**src/verilog/bridge_pkg.sv**
```systemverilog
//////////////////////////////////////////////////////////////////////
// Shared definitions for the AHB-Lite to external bus bridge
// Bus widths, lane geometry, AHB encodings, transfer state type
// Packed structs for the captured address phase, the external
// request and its completion
//////////////////////////////////////////////////////////////////////

package bridge_pkg;

    // AHB side widths
    localparam int AHB_ADDR_W = 32;
    localparam int AHB_DATA_W = 32;

    // External side is one 32-bit word with four byte lanes
    localparam int EXT_DATA_W = 32;
    localparam int EXT_BYTES  = EXT_DATA_W / 8;
    localparam int LANE_BITS  = 2;

    // HTRANS values that start a transfer
    localparam logic [1:0] HTRANS_NONSEQ = 2'b10;
    localparam logic [1:0] HTRANS_SEQ    = 2'b11;

    // Only OKAY is ever returned
    localparam logic [1:0] HRESP_OKAY = 2'b00;

    // HSIZE as seen on the bus
    // Bits 1:0 give the size, bit 2 is not used by this bridge
    typedef logic [2:0] hsize_t;

    // Transfer state of the slave port
    typedef enum logic [1:0] {
        IDLE     = 2'd0,
        ADDR     = 2'd1,
        WAIT_ACK = 2'd2,
        RESP     = 2'd3
    } bridge_state_t;

    // Address phase captured at acceptance
    typedef struct packed {
        logic [AHB_ADDR_W-1:0] addr;
        logic                  write;
        hsize_t                size;
    } xfer_ctrl_t;

    // One request as it goes out on the external bus
    // word_addr has the lane bits already dropped
    typedef struct packed {
        logic [AHB_ADDR_W-LANE_BITS-1:0] word_addr;
        logic                            write;
        logic [EXT_BYTES-1:0]            byteenable;
        logic [EXT_DATA_W-1:0]           wdata;
    } ext_cmd_t;

    // Completion of the outstanding request
    // rdata is raw, still on its original lanes
    typedef struct packed {
        logic                  done;
        logic [EXT_DATA_W-1:0] rdata;
    } ext_rsp_t;

endpackage

```
**src/verilog/ahb_slave_port.sv**
```systemverilog
//////////////////////////////////////////////////////////////////////
// AHB-Lite slave port of the bridge
// Four-state transfer FSM, address phase capture, data phase
// write data hand-off, registered hreadyout and hrdata
//////////////////////////////////////////////////////////////////////

module ahb_slave_port (
    input  logic                                clk,
    input  logic                                rst_n,
    // AHB-Lite slave pins
    input  logic                                hsel,
    input  logic [1:0]                          htrans,
    input  logic                                hwrite,
    input  logic [bridge_pkg::AHB_ADDR_W-1:0]   haddr,
    input  bridge_pkg::hsize_t                  hsize,
    input  logic [bridge_pkg::AHB_DATA_W-1:0]   hwdata,
    // Completion from the external side and its aligned read word
    input  bridge_pkg::ext_rsp_t                rsp,
    input  logic [bridge_pkg::AHB_DATA_W-1:0]   aligned_rdata,
    output logic                                hreadyout,
    output logic [bridge_pkg::AHB_DATA_W-1:0]   hrdata,
    // Towards the lane aligner and the external master
    output bridge_pkg::xfer_ctrl_t              ctrl,
    output logic [bridge_pkg::AHB_DATA_W-1:0]   wdata,
    output logic                                issue
);

    bridge_pkg::bridge_state_t state;
    bridge_pkg::bridge_state_t state_nxt;
    logic                      trans_valid;
    logic                      accept;

    // NONSEQ and SEQ both start a transfer, IDLE and BUSY are ignored
    assign trans_valid = (htrans == bridge_pkg::HTRANS_NONSEQ) ||
                         (htrans == bridge_pkg::HTRANS_SEQ);

    // Address phase is taken only while the bus sees us ready
    // That is IDLE, or RESP for a back-to-back transfer
    assign accept = hsel && trans_valid && hreadyout &&
                    ((state == bridge_pkg::IDLE) || (state == bridge_pkg::RESP));

    // Next state
    always_comb begin
        state_nxt = state;
        case (state)
            bridge_pkg::IDLE: begin
                if (accept) begin
                    state_nxt = bridge_pkg::ADDR;
                end
            end
            bridge_pkg::ADDR: begin
                // Single cycle, request gets registered at its end
                state_nxt = bridge_pkg::WAIT_ACK;
            end
            bridge_pkg::WAIT_ACK: begin
                if (rsp.done) begin
                    state_nxt = bridge_pkg::RESP;
                end
            end
            bridge_pkg::RESP: begin
                state_nxt = accept ? bridge_pkg::ADDR : bridge_pkg::IDLE;
            end
            default: begin
                state_nxt = bridge_pkg::IDLE;
            end
        endcase
    end

    // State, hreadyout and read data
    always_ff @(posedge clk or negedge rst_n) begin
        if (!rst_n) begin
            state     <= bridge_pkg::IDLE;
            hreadyout <= 1'b1;
            hrdata    <= '0;
        end else begin
            state <= state_nxt;
            // Ready whenever the next cycle can take an address phase
            hreadyout <= (state_nxt == bridge_pkg::IDLE) ||
                         (state_nxt == bridge_pkg::RESP);
            // Read word lands together with the move to RESP
            if (rsp.done && !ctrl.write) begin
                hrdata <= aligned_rdata;
            end
        end
    end

    // Address phase capture
    always_ff @(posedge clk) begin
        if (accept) begin
            ctrl.addr  <= haddr;
            ctrl.write <= hwrite;
            ctrl.size  <= hsize;
        end
    end

    // ADDR is the first data phase cycle, hwdata is live here
    assign issue = (state == bridge_pkg::ADDR);
    // Idle lanes stay quiet outside ADDR
    assign wdata = issue ? hwdata : '0;

    // Wait states cover the whole request, never ready while issuing
    a_issue_not_ready: assert property (
        @(posedge clk) disable iff (!rst_n)
        issue |-> !hreadyout
    ) else $error("issue raised with hreadyout high");

    // A completion can only belong to the transfer in WAIT_ACK
    a_done_in_wait: assert property (
        @(posedge clk) disable iff (!rst_n)
        rsp.done |-> (state == bridge_pkg::WAIT_ACK)
    ) else $error("rsp.done outside WAIT_ACK");

endmodule

```
**src/verilog/byte_lane_align.sv**
```systemverilog
//////////////////////////////////////////////////////////////////////
// Byte-lane aligner between the AHB port and the external bus
// Word address and byte enables, write data shift onto the lanes,
// read data shift down to lane 0 and mask to the access size
//////////////////////////////////////////////////////////////////////

module byte_lane_align (
    input  bridge_pkg::xfer_ctrl_t              ctrl,
    input  logic [bridge_pkg::AHB_DATA_W-1:0]   wdata,
    input  logic [bridge_pkg::EXT_DATA_W-1:0]   ext_rdata,
    output bridge_pkg::ext_cmd_t                cmd,
    output logic [bridge_pkg::AHB_DATA_W-1:0]   aligned_rdata
);

    // Lane offset inside the word and the same offset in bits
    logic [bridge_pkg::LANE_BITS-1:0]   offset;
    logic [bridge_pkg::LANE_BITS+2:0]   shift_bits;
    // Access size in bytes, 1, 2 or 4
    logic [bridge_pkg::LANE_BITS:0]     nbytes;
    logic [bridge_pkg::EXT_BYTES-1:0]   byteenable;
    logic [bridge_pkg::AHB_DATA_W-1:0]  read_mask;

    assign offset     = ctrl.addr[bridge_pkg::LANE_BITS-1:0];
    assign shift_bits = {offset, 3'b000};

    // Size decode, bit 2 of hsize plays no part
    always_comb begin
        case (ctrl.size[1:0])
            2'd0: begin
                nbytes    = (bridge_pkg::LANE_BITS + 1)'(1);
                read_mask = bridge_pkg::AHB_DATA_W'(8'hff);
            end
            2'd1: begin
                nbytes    = (bridge_pkg::LANE_BITS + 1)'(2);
                read_mask = bridge_pkg::AHB_DATA_W'(16'hffff);
            end
            default: begin
                // Word, and anything wider treated as a word
                nbytes    = (bridge_pkg::LANE_BITS + 1)'(4);
                read_mask = '1;
            end
        endcase
    end

    // Enable lanes offset .. offset+nbytes-1
    // Lanes past the top of the word simply never match
    always_comb begin
        byteenable = '0;
        for (int i = 0; i < bridge_pkg::EXT_BYTES; i++) begin
            if ((i >= int'(offset)) && (i < int'(offset) + int'(nbytes))) begin
                byteenable[i] = 1'b1;
            end
        end
    end

    // Forward path, one external request
    always_comb begin
        cmd.word_addr  = ctrl.addr[bridge_pkg::AHB_ADDR_W-1:bridge_pkg::LANE_BITS];
        cmd.write      = ctrl.write;
        cmd.byteenable = byteenable;
        // AHB master puts narrow data on lane 0
        cmd.wdata      = wdata << shift_bits;
    end

    // Return path, addressed bytes down to lane 0, upper bits cleared
    assign aligned_rdata = (ext_rdata >> shift_bits) & read_mask;

endmodule

```
**src/verilog/ext_bus_master.sv**
```systemverilog
//////////////////////////////////////////////////////////////////////
// External bus master side of the bridge
// Registers one request on issue and holds it until ext_ack,
// reports completion combinationally
//////////////////////////////////////////////////////////////////////

module ext_bus_master #(
    parameter int EXT_ADDR_W = 30
) (
    input  logic                                  clk,
    input  logic                                  rst_n,
    // Request from the slave port and lane aligner
    input  logic                                  issue,
    input  bridge_pkg::ext_cmd_t                  cmd,
    // External bus pins
    input  logic [bridge_pkg::EXT_DATA_W-1:0]     ext_rdata,
    input  logic                                  ext_ack,
    output logic [EXT_ADDR_W-1:0]                 ext_addr,
    output logic                                  ext_read,
    output logic                                  ext_write,
    output logic [bridge_pkg::EXT_DATA_W-1:0]     ext_wdata,
    output logic [bridge_pkg::EXT_BYTES-1:0]      ext_byteenable,
    // Completion back to the slave port
    output bridge_pkg::ext_rsp_t                  rsp
);

    // Word address must fit the AHB word address
    if ((EXT_ADDR_W < 8) || (EXT_ADDR_W > bridge_pkg::AHB_ADDR_W - bridge_pkg::LANE_BITS))
    begin : g_addr_w_check
        $error("EXT_ADDR_W out of range");
    end

    logic pending;
    logic done;

    // A request is up while either strobe is high
    assign pending = ext_read | ext_write;
    // ack without a request means nothing
    assign done    = pending & ext_ack;

    // Strobes and enables
    always_ff @(posedge clk or negedge rst_n) begin
        if (!rst_n) begin
            ext_read       <= 1'b0;
            ext_write      <= 1'b0;
            ext_byteenable <= '0;
        end else if (issue) begin
            ext_read       <= !cmd.write;
            ext_write      <= cmd.write;
            ext_byteenable <= cmd.byteenable;
        end else if (done) begin
            // Everything drops at the ack edge
            ext_read       <= 1'b0;
            ext_write      <= 1'b0;
            ext_byteenable <= '0;
        end
    end

    // Address and write data, held until the next issue
    always_ff @(posedge clk) begin
        if (issue) begin
            // Upper word address bits fall off for narrow external buses
            ext_addr  <= cmd.word_addr[EXT_ADDR_W-1:0];
            ext_wdata <= cmd.wdata;
        end
    end

    // Raw read data, lane extraction happens in the aligner
    assign rsp = '{done: done, rdata: ext_rdata};

    // Strobes are mutually exclusive
    a_rd_wr_excl: assert property (
        @(posedge clk) disable iff (!rst_n)
        !(ext_read && ext_write)
    ) else $error("ext_read and ext_write high together");

    // One outstanding request, slave port waits for completion
    a_no_issue_pending: assert property (
        @(posedge clk) disable iff (!rst_n)
        issue |-> !pending
    ) else $error("issue while a request is outstanding");

endmodule

```
**src/verilog/ahb_ext_bridge.sv**
```systemverilog
//////////////////////////////////////////////////////////////////////
// AHB-Lite slave to external request/acknowledge bus bridge, top
// Wires the AHB slave port, byte-lane aligner and external master
//////////////////////////////////////////////////////////////////////

module ahb_ext_bridge #(
    parameter int EXT_ADDR_W = 30
) (
    input  logic                                  clk,
    input  logic                                  rst_n,
    // AHB-Lite slave
    input  logic                                  hsel,
    input  logic [1:0]                            htrans,
    input  logic                                  hwrite,
    input  logic [bridge_pkg::AHB_ADDR_W-1:0]     haddr,
    input  bridge_pkg::hsize_t                    hsize,
    input  logic [bridge_pkg::AHB_DATA_W-1:0]     hwdata,
    output logic [bridge_pkg::AHB_DATA_W-1:0]     hrdata,
    output logic                                  hreadyout,
    output logic [1:0]                            hresp,
    // External bus
    output logic [EXT_ADDR_W-1:0]                 ext_addr,
    output logic                                  ext_read,
    output logic                                  ext_write,
    output logic [bridge_pkg::EXT_DATA_W-1:0]     ext_wdata,
    output logic [bridge_pkg::EXT_BYTES-1:0]      ext_byteenable,
    input  logic [bridge_pkg::EXT_DATA_W-1:0]     ext_rdata,
    input  logic                                  ext_ack
);

    bridge_pkg::xfer_ctrl_t             ctrl;
    bridge_pkg::ext_cmd_t               cmd;
    bridge_pkg::ext_rsp_t               rsp;
    logic [bridge_pkg::AHB_DATA_W-1:0]  wdata;
    logic [bridge_pkg::AHB_DATA_W-1:0]  aligned_rdata;
    logic                               issue;

    // No error path
    assign hresp = bridge_pkg::HRESP_OKAY;

    ahb_slave_port u_slave_port (
        .clk           (clk),
        .rst_n         (rst_n),
        .hsel          (hsel),
        .htrans        (htrans),
        .hwrite        (hwrite),
        .haddr         (haddr),
        .hsize         (hsize),
        .hwdata        (hwdata),
        .rsp           (rsp),
        .aligned_rdata (aligned_rdata),
        .hreadyout     (hreadyout),
        .hrdata        (hrdata),
        .ctrl          (ctrl),
        .wdata         (wdata),
        .issue         (issue)
    );

    byte_lane_align u_lane_align (
        .ctrl          (ctrl),
        .wdata         (wdata),
        .ext_rdata     (rsp.rdata),
        .cmd           (cmd),
        .aligned_rdata (aligned_rdata)
    );

    ext_bus_master #(
        .EXT_ADDR_W (EXT_ADDR_W)
    ) u_ext_master (
        .clk            (clk),
        .rst_n          (rst_n),
        .issue          (issue),
        .cmd            (cmd),
        .ext_rdata      (ext_rdata),
        .ext_ack        (ext_ack),
        .ext_addr       (ext_addr),
        .ext_read       (ext_read),
        .ext_write      (ext_write),
        .ext_wdata      (ext_wdata),
        .ext_byteenable (ext_byteenable),
        .rsp            (rsp)
    );

endmodule

```
**config.mk**
```make
export PLATFORM = sky130hd
export DESIGN_NAME = ahb_ext_bridge
export DESIGN_NICKNAME = d
export VERILOG_FILES = /design/src/verilog/bridge_pkg.sv /design/src/verilog/ahb_slave_port.sv /design/src/verilog/byte_lane_align.sv /design/src/verilog/ext_bus_master.sv /design/src/verilog/ahb_ext_bridge.sv
export SDC_FILE = /design/constraint.sdc
export NUM_CORES = 1
export LEC_CHECK = 0
export ABC_AREA = 1
export BUFFER_PORTS_ARGS = -buffer_cell sky130_fd_sc_hd__buf_4
export CORE_UTILIZATION = 30
export CTS_BUF_LIST = sky130_fd_sc_hd__clkbuf_4
export DETAILED_ROUTE_END_ITERATION = 12
export GPL_ROUTABILITY_DRIVEN = 1
export PLACE_DENSITY = 0.56
export SLEW_MARGIN = 25
export SYNTH_ARGS = -nofsm -noshare
export SYNTH_HDL_FRONTEND = slang
export SYNTH_SLANG_ARGS = --single-unit
```
**constraint.sdc**
```tcl
create_clock -name clk -period 3.2 [get_ports clk]
set_input_delay 0.48 -clock clk [delete_from_list [all_inputs] [get_ports clk]]
set_output_delay 0.48 -clock clk [all_outputs]
set_load 0.005 [all_outputs]
```
Word level (Yosys, flattened, before mapping)

Index checks and enable logic that the tools add are counted.

Flip-flop bits (word level): 138
Bits in latches: 0
Memory bits (writable): 0
Memory bits (read-only): 0
Bits of input ports: 106
Output and inout port bits: 103
Logic and storage cells: 62
Memories: 0

Add/subtract/negate cells: 1
Multiply operators: 0
Divide/modulo/power cells: 0
$lt $le $gt $ge: 7
Equal/unequal tests: 7
Shifts and indexed selects: 2
Muxes and demuxes: 16
Bitwise gates (word level): 3
Reduce and logical (&&, ||, !) cells: 15

Operator list:

| operator                                                   | count |
|---|---|
| less-than comparator 3 x 32 -> 1 bit, first input constant | 2 |
| case mux 32 bit (2 select lines)                           | 1 |
| bitwise AND 32 bit                                         | 1 |
| less-than comparator 1 x 32 -> 1 bit, first input constant | 1 |
| less-than comparator 2 x 32 -> 1 bit, first input constant | 1 |
| two-way mux 32 bit                                         | 1 |
| << shifter 32 x 5 -> 32 bit                                | 1 |
| right shift 32 x 5 -> 32 bit                               | 1 |
| equality test 2 bit, second input constant                 | 5 |
| two-way mux 1 bit                                          | 8 |
| two-way mux 4 bit                                          | 2 |
| case mux 2 bit (4 select lines)                            | 1 |
| logical AND 1 bit                                          | 7 |
| logical NOT 2 bit                                          | 3 |
| case mux 3 bit (2 select lines)                            | 1 |
| adder 2 x 3 -> 4 bit                                       | 1 |
| equality test 2 x 1 -> 1 bit, second input constant        | 2 |
| >= comparator 1 x 2 -> 1 bit, first input constant         | 2 |
| two-way mux 2 bit                                          | 2 |
| logical OR 1 bit                                           | 3 |
| >= comparator 2 bit, first input constant                  | 1 |
| nonzero test 2 bit                                         | 1 |
| bitwise AND 1 bit                                          | 1 |
| logical NOT 1 bit                                          | 1 |
| OR 1 bit                                                   | 1 |

Depth between registers and ports, before layout

Depth in word-level cells: 9
Depth in mapped cells: 9
Depth with buffers taken out: 9

Hierarchy

From an unflattened synthesis, not the netlist that was laid out.

Cell total of the unflattened synthesis: 707
Area, all modules: 6777.8 sq um

By module, submodules not included:

| module          | times used | cells an instance | area each (sq um) | seq. area each (sq um) |
|---|---|---|---|---|
| ahb_slave_port  | 1          | 270               | 2852.7            | 1958.1 |
| ext_bus_master  | 1          | 123               | 2357.3            | 2011.9 |
| byte_lane_align | 1          | 311               | 1549.0            | 0.0 |
| ahb_ext_bridge  | 1          | 3                 | 18.8              | 0.0 |

Worst setup path after synthesis

No wires, ideal clock.

Kind: reg-to-reg
Start point: register u_slave_port.state[1]
End point: register u_ext_master.ext_wdata[18] (netlist bit) (data pin)
Setup time: 0.158 ns
Arrival time: 2.986 ns
Data required time: 3.042 ns
Setup slack: 0.056 ns
Cell stages (with the launch flop): 9
Path buffers: 0
Period minus slack after synthesis: 3.144 ns
Path through: dfrtp_1 inv_1 ha_1 inv_1 nor2_1 nand2_1 inv_1 nand2_1 o211ai_1

RTL lines:

| item                   | RTL line             | text |
|---|---|---|
| start, declared        | ahb_slave_port.sv:28 | `bridge_pkg::bridge_state_t state;` |
| start signal, assigned | ahb_slave_port.sv:72 | `state <= bridge_pkg::IDLE;` |
| start signal, assigned | ahb_slave_port.sv:76 | `state <= state_nxt;` |
| end signal, assigned   | ext_bus_master.sv:64 | `ext_wdata <= cmd.wdata;` |
| end, declared          | ext_bus_master.sv:21 | `output logic [bridge_pkg::EXT_DATA_W-1:0] ext_wdata,` |

Worst setup path in the final report

Start point: register u_slave_port.ctrl[4] (netlist name)
End point: register u_slave_port.hrdata[7] (netlist bit)

Longest elaborated chain between the ends: 2

Ends and longest elaborated chain:

| item                         | RTL line              | text |
|---|---|---|
| right shift 32 x 5 -> 32 bit | byte_lane_align.sv:66 | `assign aligned_rdata = (ext_rdata >> shift_bits) & read_mask;` |
| bitwise AND 32 bit           | byte_lane_align.sv:66 |  |
| end signal, assigned         | ahb_slave_port.sv:82  | `hrdata <= aligned_rdata;` |
| end, declared                | ahb_slave_port.sv:21  | `output logic [bridge_pkg::AHB_DATA_W-1:0] hrdata,` |

No other way between the ends.
A chain may end at the register's enable or synchronous reset.

==> reports/results.tsv <==
stage	metric	value	unit
status	status	complete, no violations	
final_layout	seq_area	3940	sq um
critical_path	crit_type	flip-flop to flip-flop	
critical_path	cp-end-kind	flip-flop	
clocking	clk_latency	0.55	ns
critical_path	arrival	2.83	ns
final_layout	layout_common_cells	buf_4 (210), nand2_1 (166), edfxtp_1 (97)	
yosys	synth-seq-cells	138	
timing	slew_headroom	49.50	%
global_route	grt-ovfl-total	0	
final_layout	syn_to_final_growth	35.91	%
yosys	synth.area.top_cells	edfxtp_1 (51%), dfrtp_1 (18%), nand2_1 (11%)	
clocking	path_clk_slew	0.14	ns
route	vias_per_cell	4.639	
placed_design	dp_hpwl	11.47	mm
clocking	cts.sinks	138	
floorplan	start_util	31.04	%
final_layout	stdcell_count	955	
timing	min_period	2.330	ns
yosys	syn_avg_cell_area	11.32	sq um
route	drtIter0Drc	276	
timing	hold_viol_final	0	
route	final_antenna_net_count	0	
timing	rsz0062_at_grt	false	
route	wirelength	15.64	mm
global_route	grt_max_degree	42	
timing	tns	0	ns
floorplan	die_y	139.5	um
worst_hold_path	whs_path_depth	1	
global_route	grt_usage	16.38	%
floorplan	placementRows	49	
placed_design	pre_cts_slack	0.9060	ns
clocking	cts-buffers-inserted	17	
floorplan	die_w	139.5	um
floorplan	fp.coreArea	18270	sq um
yosys	yosysSeqAreaShare	69.47	%
route	route.vias.total	4430	
yosys	netlist.area_leader.share	51.36	%
critical_path	max_stage_delay	0.82	ns
clocking	clock-root-buffer	clkbuf_4	
critical_path	critPathRequiredTime	3.70	ns
timing	drv_slew	0	
timing	fin_ws	0.8695	ns
critical_path	cp_slowest_cell	edfxtp_1	
power	p_leak	0.003478	uW
yosys	synth_area	5672	sq um
global_route	grt_pass1_wl	23.89	mm
clocking	cts_max_level	4	
timing	finClkSkew	0.01816	ns
yosys	postSynthCellCount	501	
worst_hold_path	holdCritPathClass	input port to flip-flop	
critical_path	crit_buf_inv	1	
floorplan	io_pins	209	
yosys	synth_warnings	0	
clocking	cts_buffer_depth	2	
floorplan	die_area	19460	sq um
critical_path	crit_family	flip-flops	
critical_path	crit_path_start_kind	flip-flop	
yosys	yosysTopAreaCell	edfxtp_1	
critical_path	worstPathCellList	inv_1 -> nor2_2 -> a22oi_1 -> nand2_1 -> nand2_1 -> nand2_1	
placed_design	io_buffers	204	
power	peakVddDrop	281.5	uV
route	dr.pass1.iters	5	
timing	tightestPinTransition	0.7567	ns
placed_design	gp_congestion	0.8585	
placed_design	dp.cells	921	
critical_path	crit_fanout	23	
yosys	synth.distinct_cells	28	
worst_hold_path	worstHoldStart	haddr[15]	
global_route	grt_pass1_vias	4317	
final_layout	final_util	42.19	%
critical_path	r2r-start	u_slave_port.ctrl[4]$_DFFE_PP_	
timing	hold_slack	0.08579	ns
final_layout	layout.nets	825	
timing	setup_viol	0	
critical_path	cpMostUsedCell	nand2_1	
clocking	tritoncts	done	
power	pwr_density_cell	668.5	nW/um^2
route	wl_per_cell	16.37	um
final_layout	fill_cells	1804	
critical_path	cp.depth	6	
timing	timing.fmax	0.4291	GHz
timing	post-route-period-util	72.83	%
final_layout	drive_gt1_share	35.17	%
final_layout	final_common_cell	buf_4	
clocking	ctsResizeCount	0	
critical_path	rr_worst_depth	6	
route	drc	0	
final_layout	multi_input_area	1486	sq um
global_route	antenna_found_initial	1	
critical_path	worstSetupStartpoint	u_slave_port.ctrl[4]$_DFFE_PP_	
run	maxCapViolations	0	
sequential cells by signal, summed over array words and instances, names as in the netlist:
signal and count:
u_ext_master.ext_write 1, u_ext_master.ext_wdata 32, u_ext_master.ext_read 1, u_slave_port.state 2, u_ext_master.ext_byteenable 4, u_slave_port.ctrl 35
u_ext_master.ext_addr 30, u_slave_port.hreadyout 1, u_slave_port.hrdata 32
final cells by class:
class	instances	area share, %
Antenna cell	1	0.03246
Clock buffer	17	1.656
Clock inverter	15	1.964
Inverter	34	1.656
Multi-Input combinational cell	310	19.28
Sequential cell	138	51.11
Tap cell	229	3.717
Timing Repair Buffer	211	20.58
worst paths after layout:
check                                                       to  slack (ns)
max                         u_slave_port.hrdata[7]$_DFFE_PN0P_        0.87
min                            u_slave_port.ctrl[19]$_DFFE_PP_        0.09
min reg2reg                u_ext_master.ext_addr[23]$_DFFE_PP_        0.42
min in group asynchronous   u_slave_port.hrdata[1]$_DFFE_PN0P_        0.44
max reg2reg                 u_slave_port.hrdata[7]$_DFFE_PN0P_        0.87
max in group asynchronous   u_ext_master.ext_write$_DFFE_PN0P_        2.36
power breakdown:
part           switching [uW]  leakage, uW  internal, uW  total (uW)
combinational             771      0.00190           670        1440
clock                     732     0.000142           411        1140
sequential                199      0.00143          2370        2570
total                    1700      0.00348          3450        5150
kinds of logic (layout without fill, tap and decap cells):
logic type                 count (synthesis)  count (layout)  share of synthesized area, %
AOI/OAI and AO/OA                         62              62                         6.839
adders and majority gates                  7               7                         1.677
buffers and inverters                     54             277                         4.611
DFF                                      138             138                         69.47
other                                      1               3                       0.06612
and+or+nand+nor                          239             239                         17.34
synth_stat cells:
master,n
inv_2,2
conb_1,1
ha_1,6
o21ai_1,3
nor2_1,30
nor2_2,3
o21ai_0,28
o211ai_1,10
dfstp_2,1
nand2_1,166
o22ai_1,1
dfrtp_1,40
fa_1,1
buf_6,2
buf_2,11
clkbuf_1,1
or2_2,1
a22oi_1,16
a2bb2oi_1,3
inv_1,32
nand3_1,33
edfxtp_1,97
buf_8,1
nor2_4,4
nand4_1,1
a21oi_1,1
buf_4,5
nand2_2,1
per-layer routing:
layer	vias to the layer above	part of all wire, %	track usage [%]
li1	2118	-	-
met1	2103	41	19.88
met2	190	51	28.22
met3	19	6.7	4.439
met4	0	1.3	5.146
met5	-	0	0
what timing repair did:
action | CTS | global route
setup buffers | 0 | 0
endpoints found under the hold margin | 40 | 0
hold buffers | 1 | 0
stage by stage:
stage	power (uW)	area, sq um
after floorplan	3241	5675
after global placement	4029	7417
after detailed placement	4072	7417
after CTS	5230	7706
after global routing	5483	7709
final	5153	7709
Power figures use the tool's default switching activity.
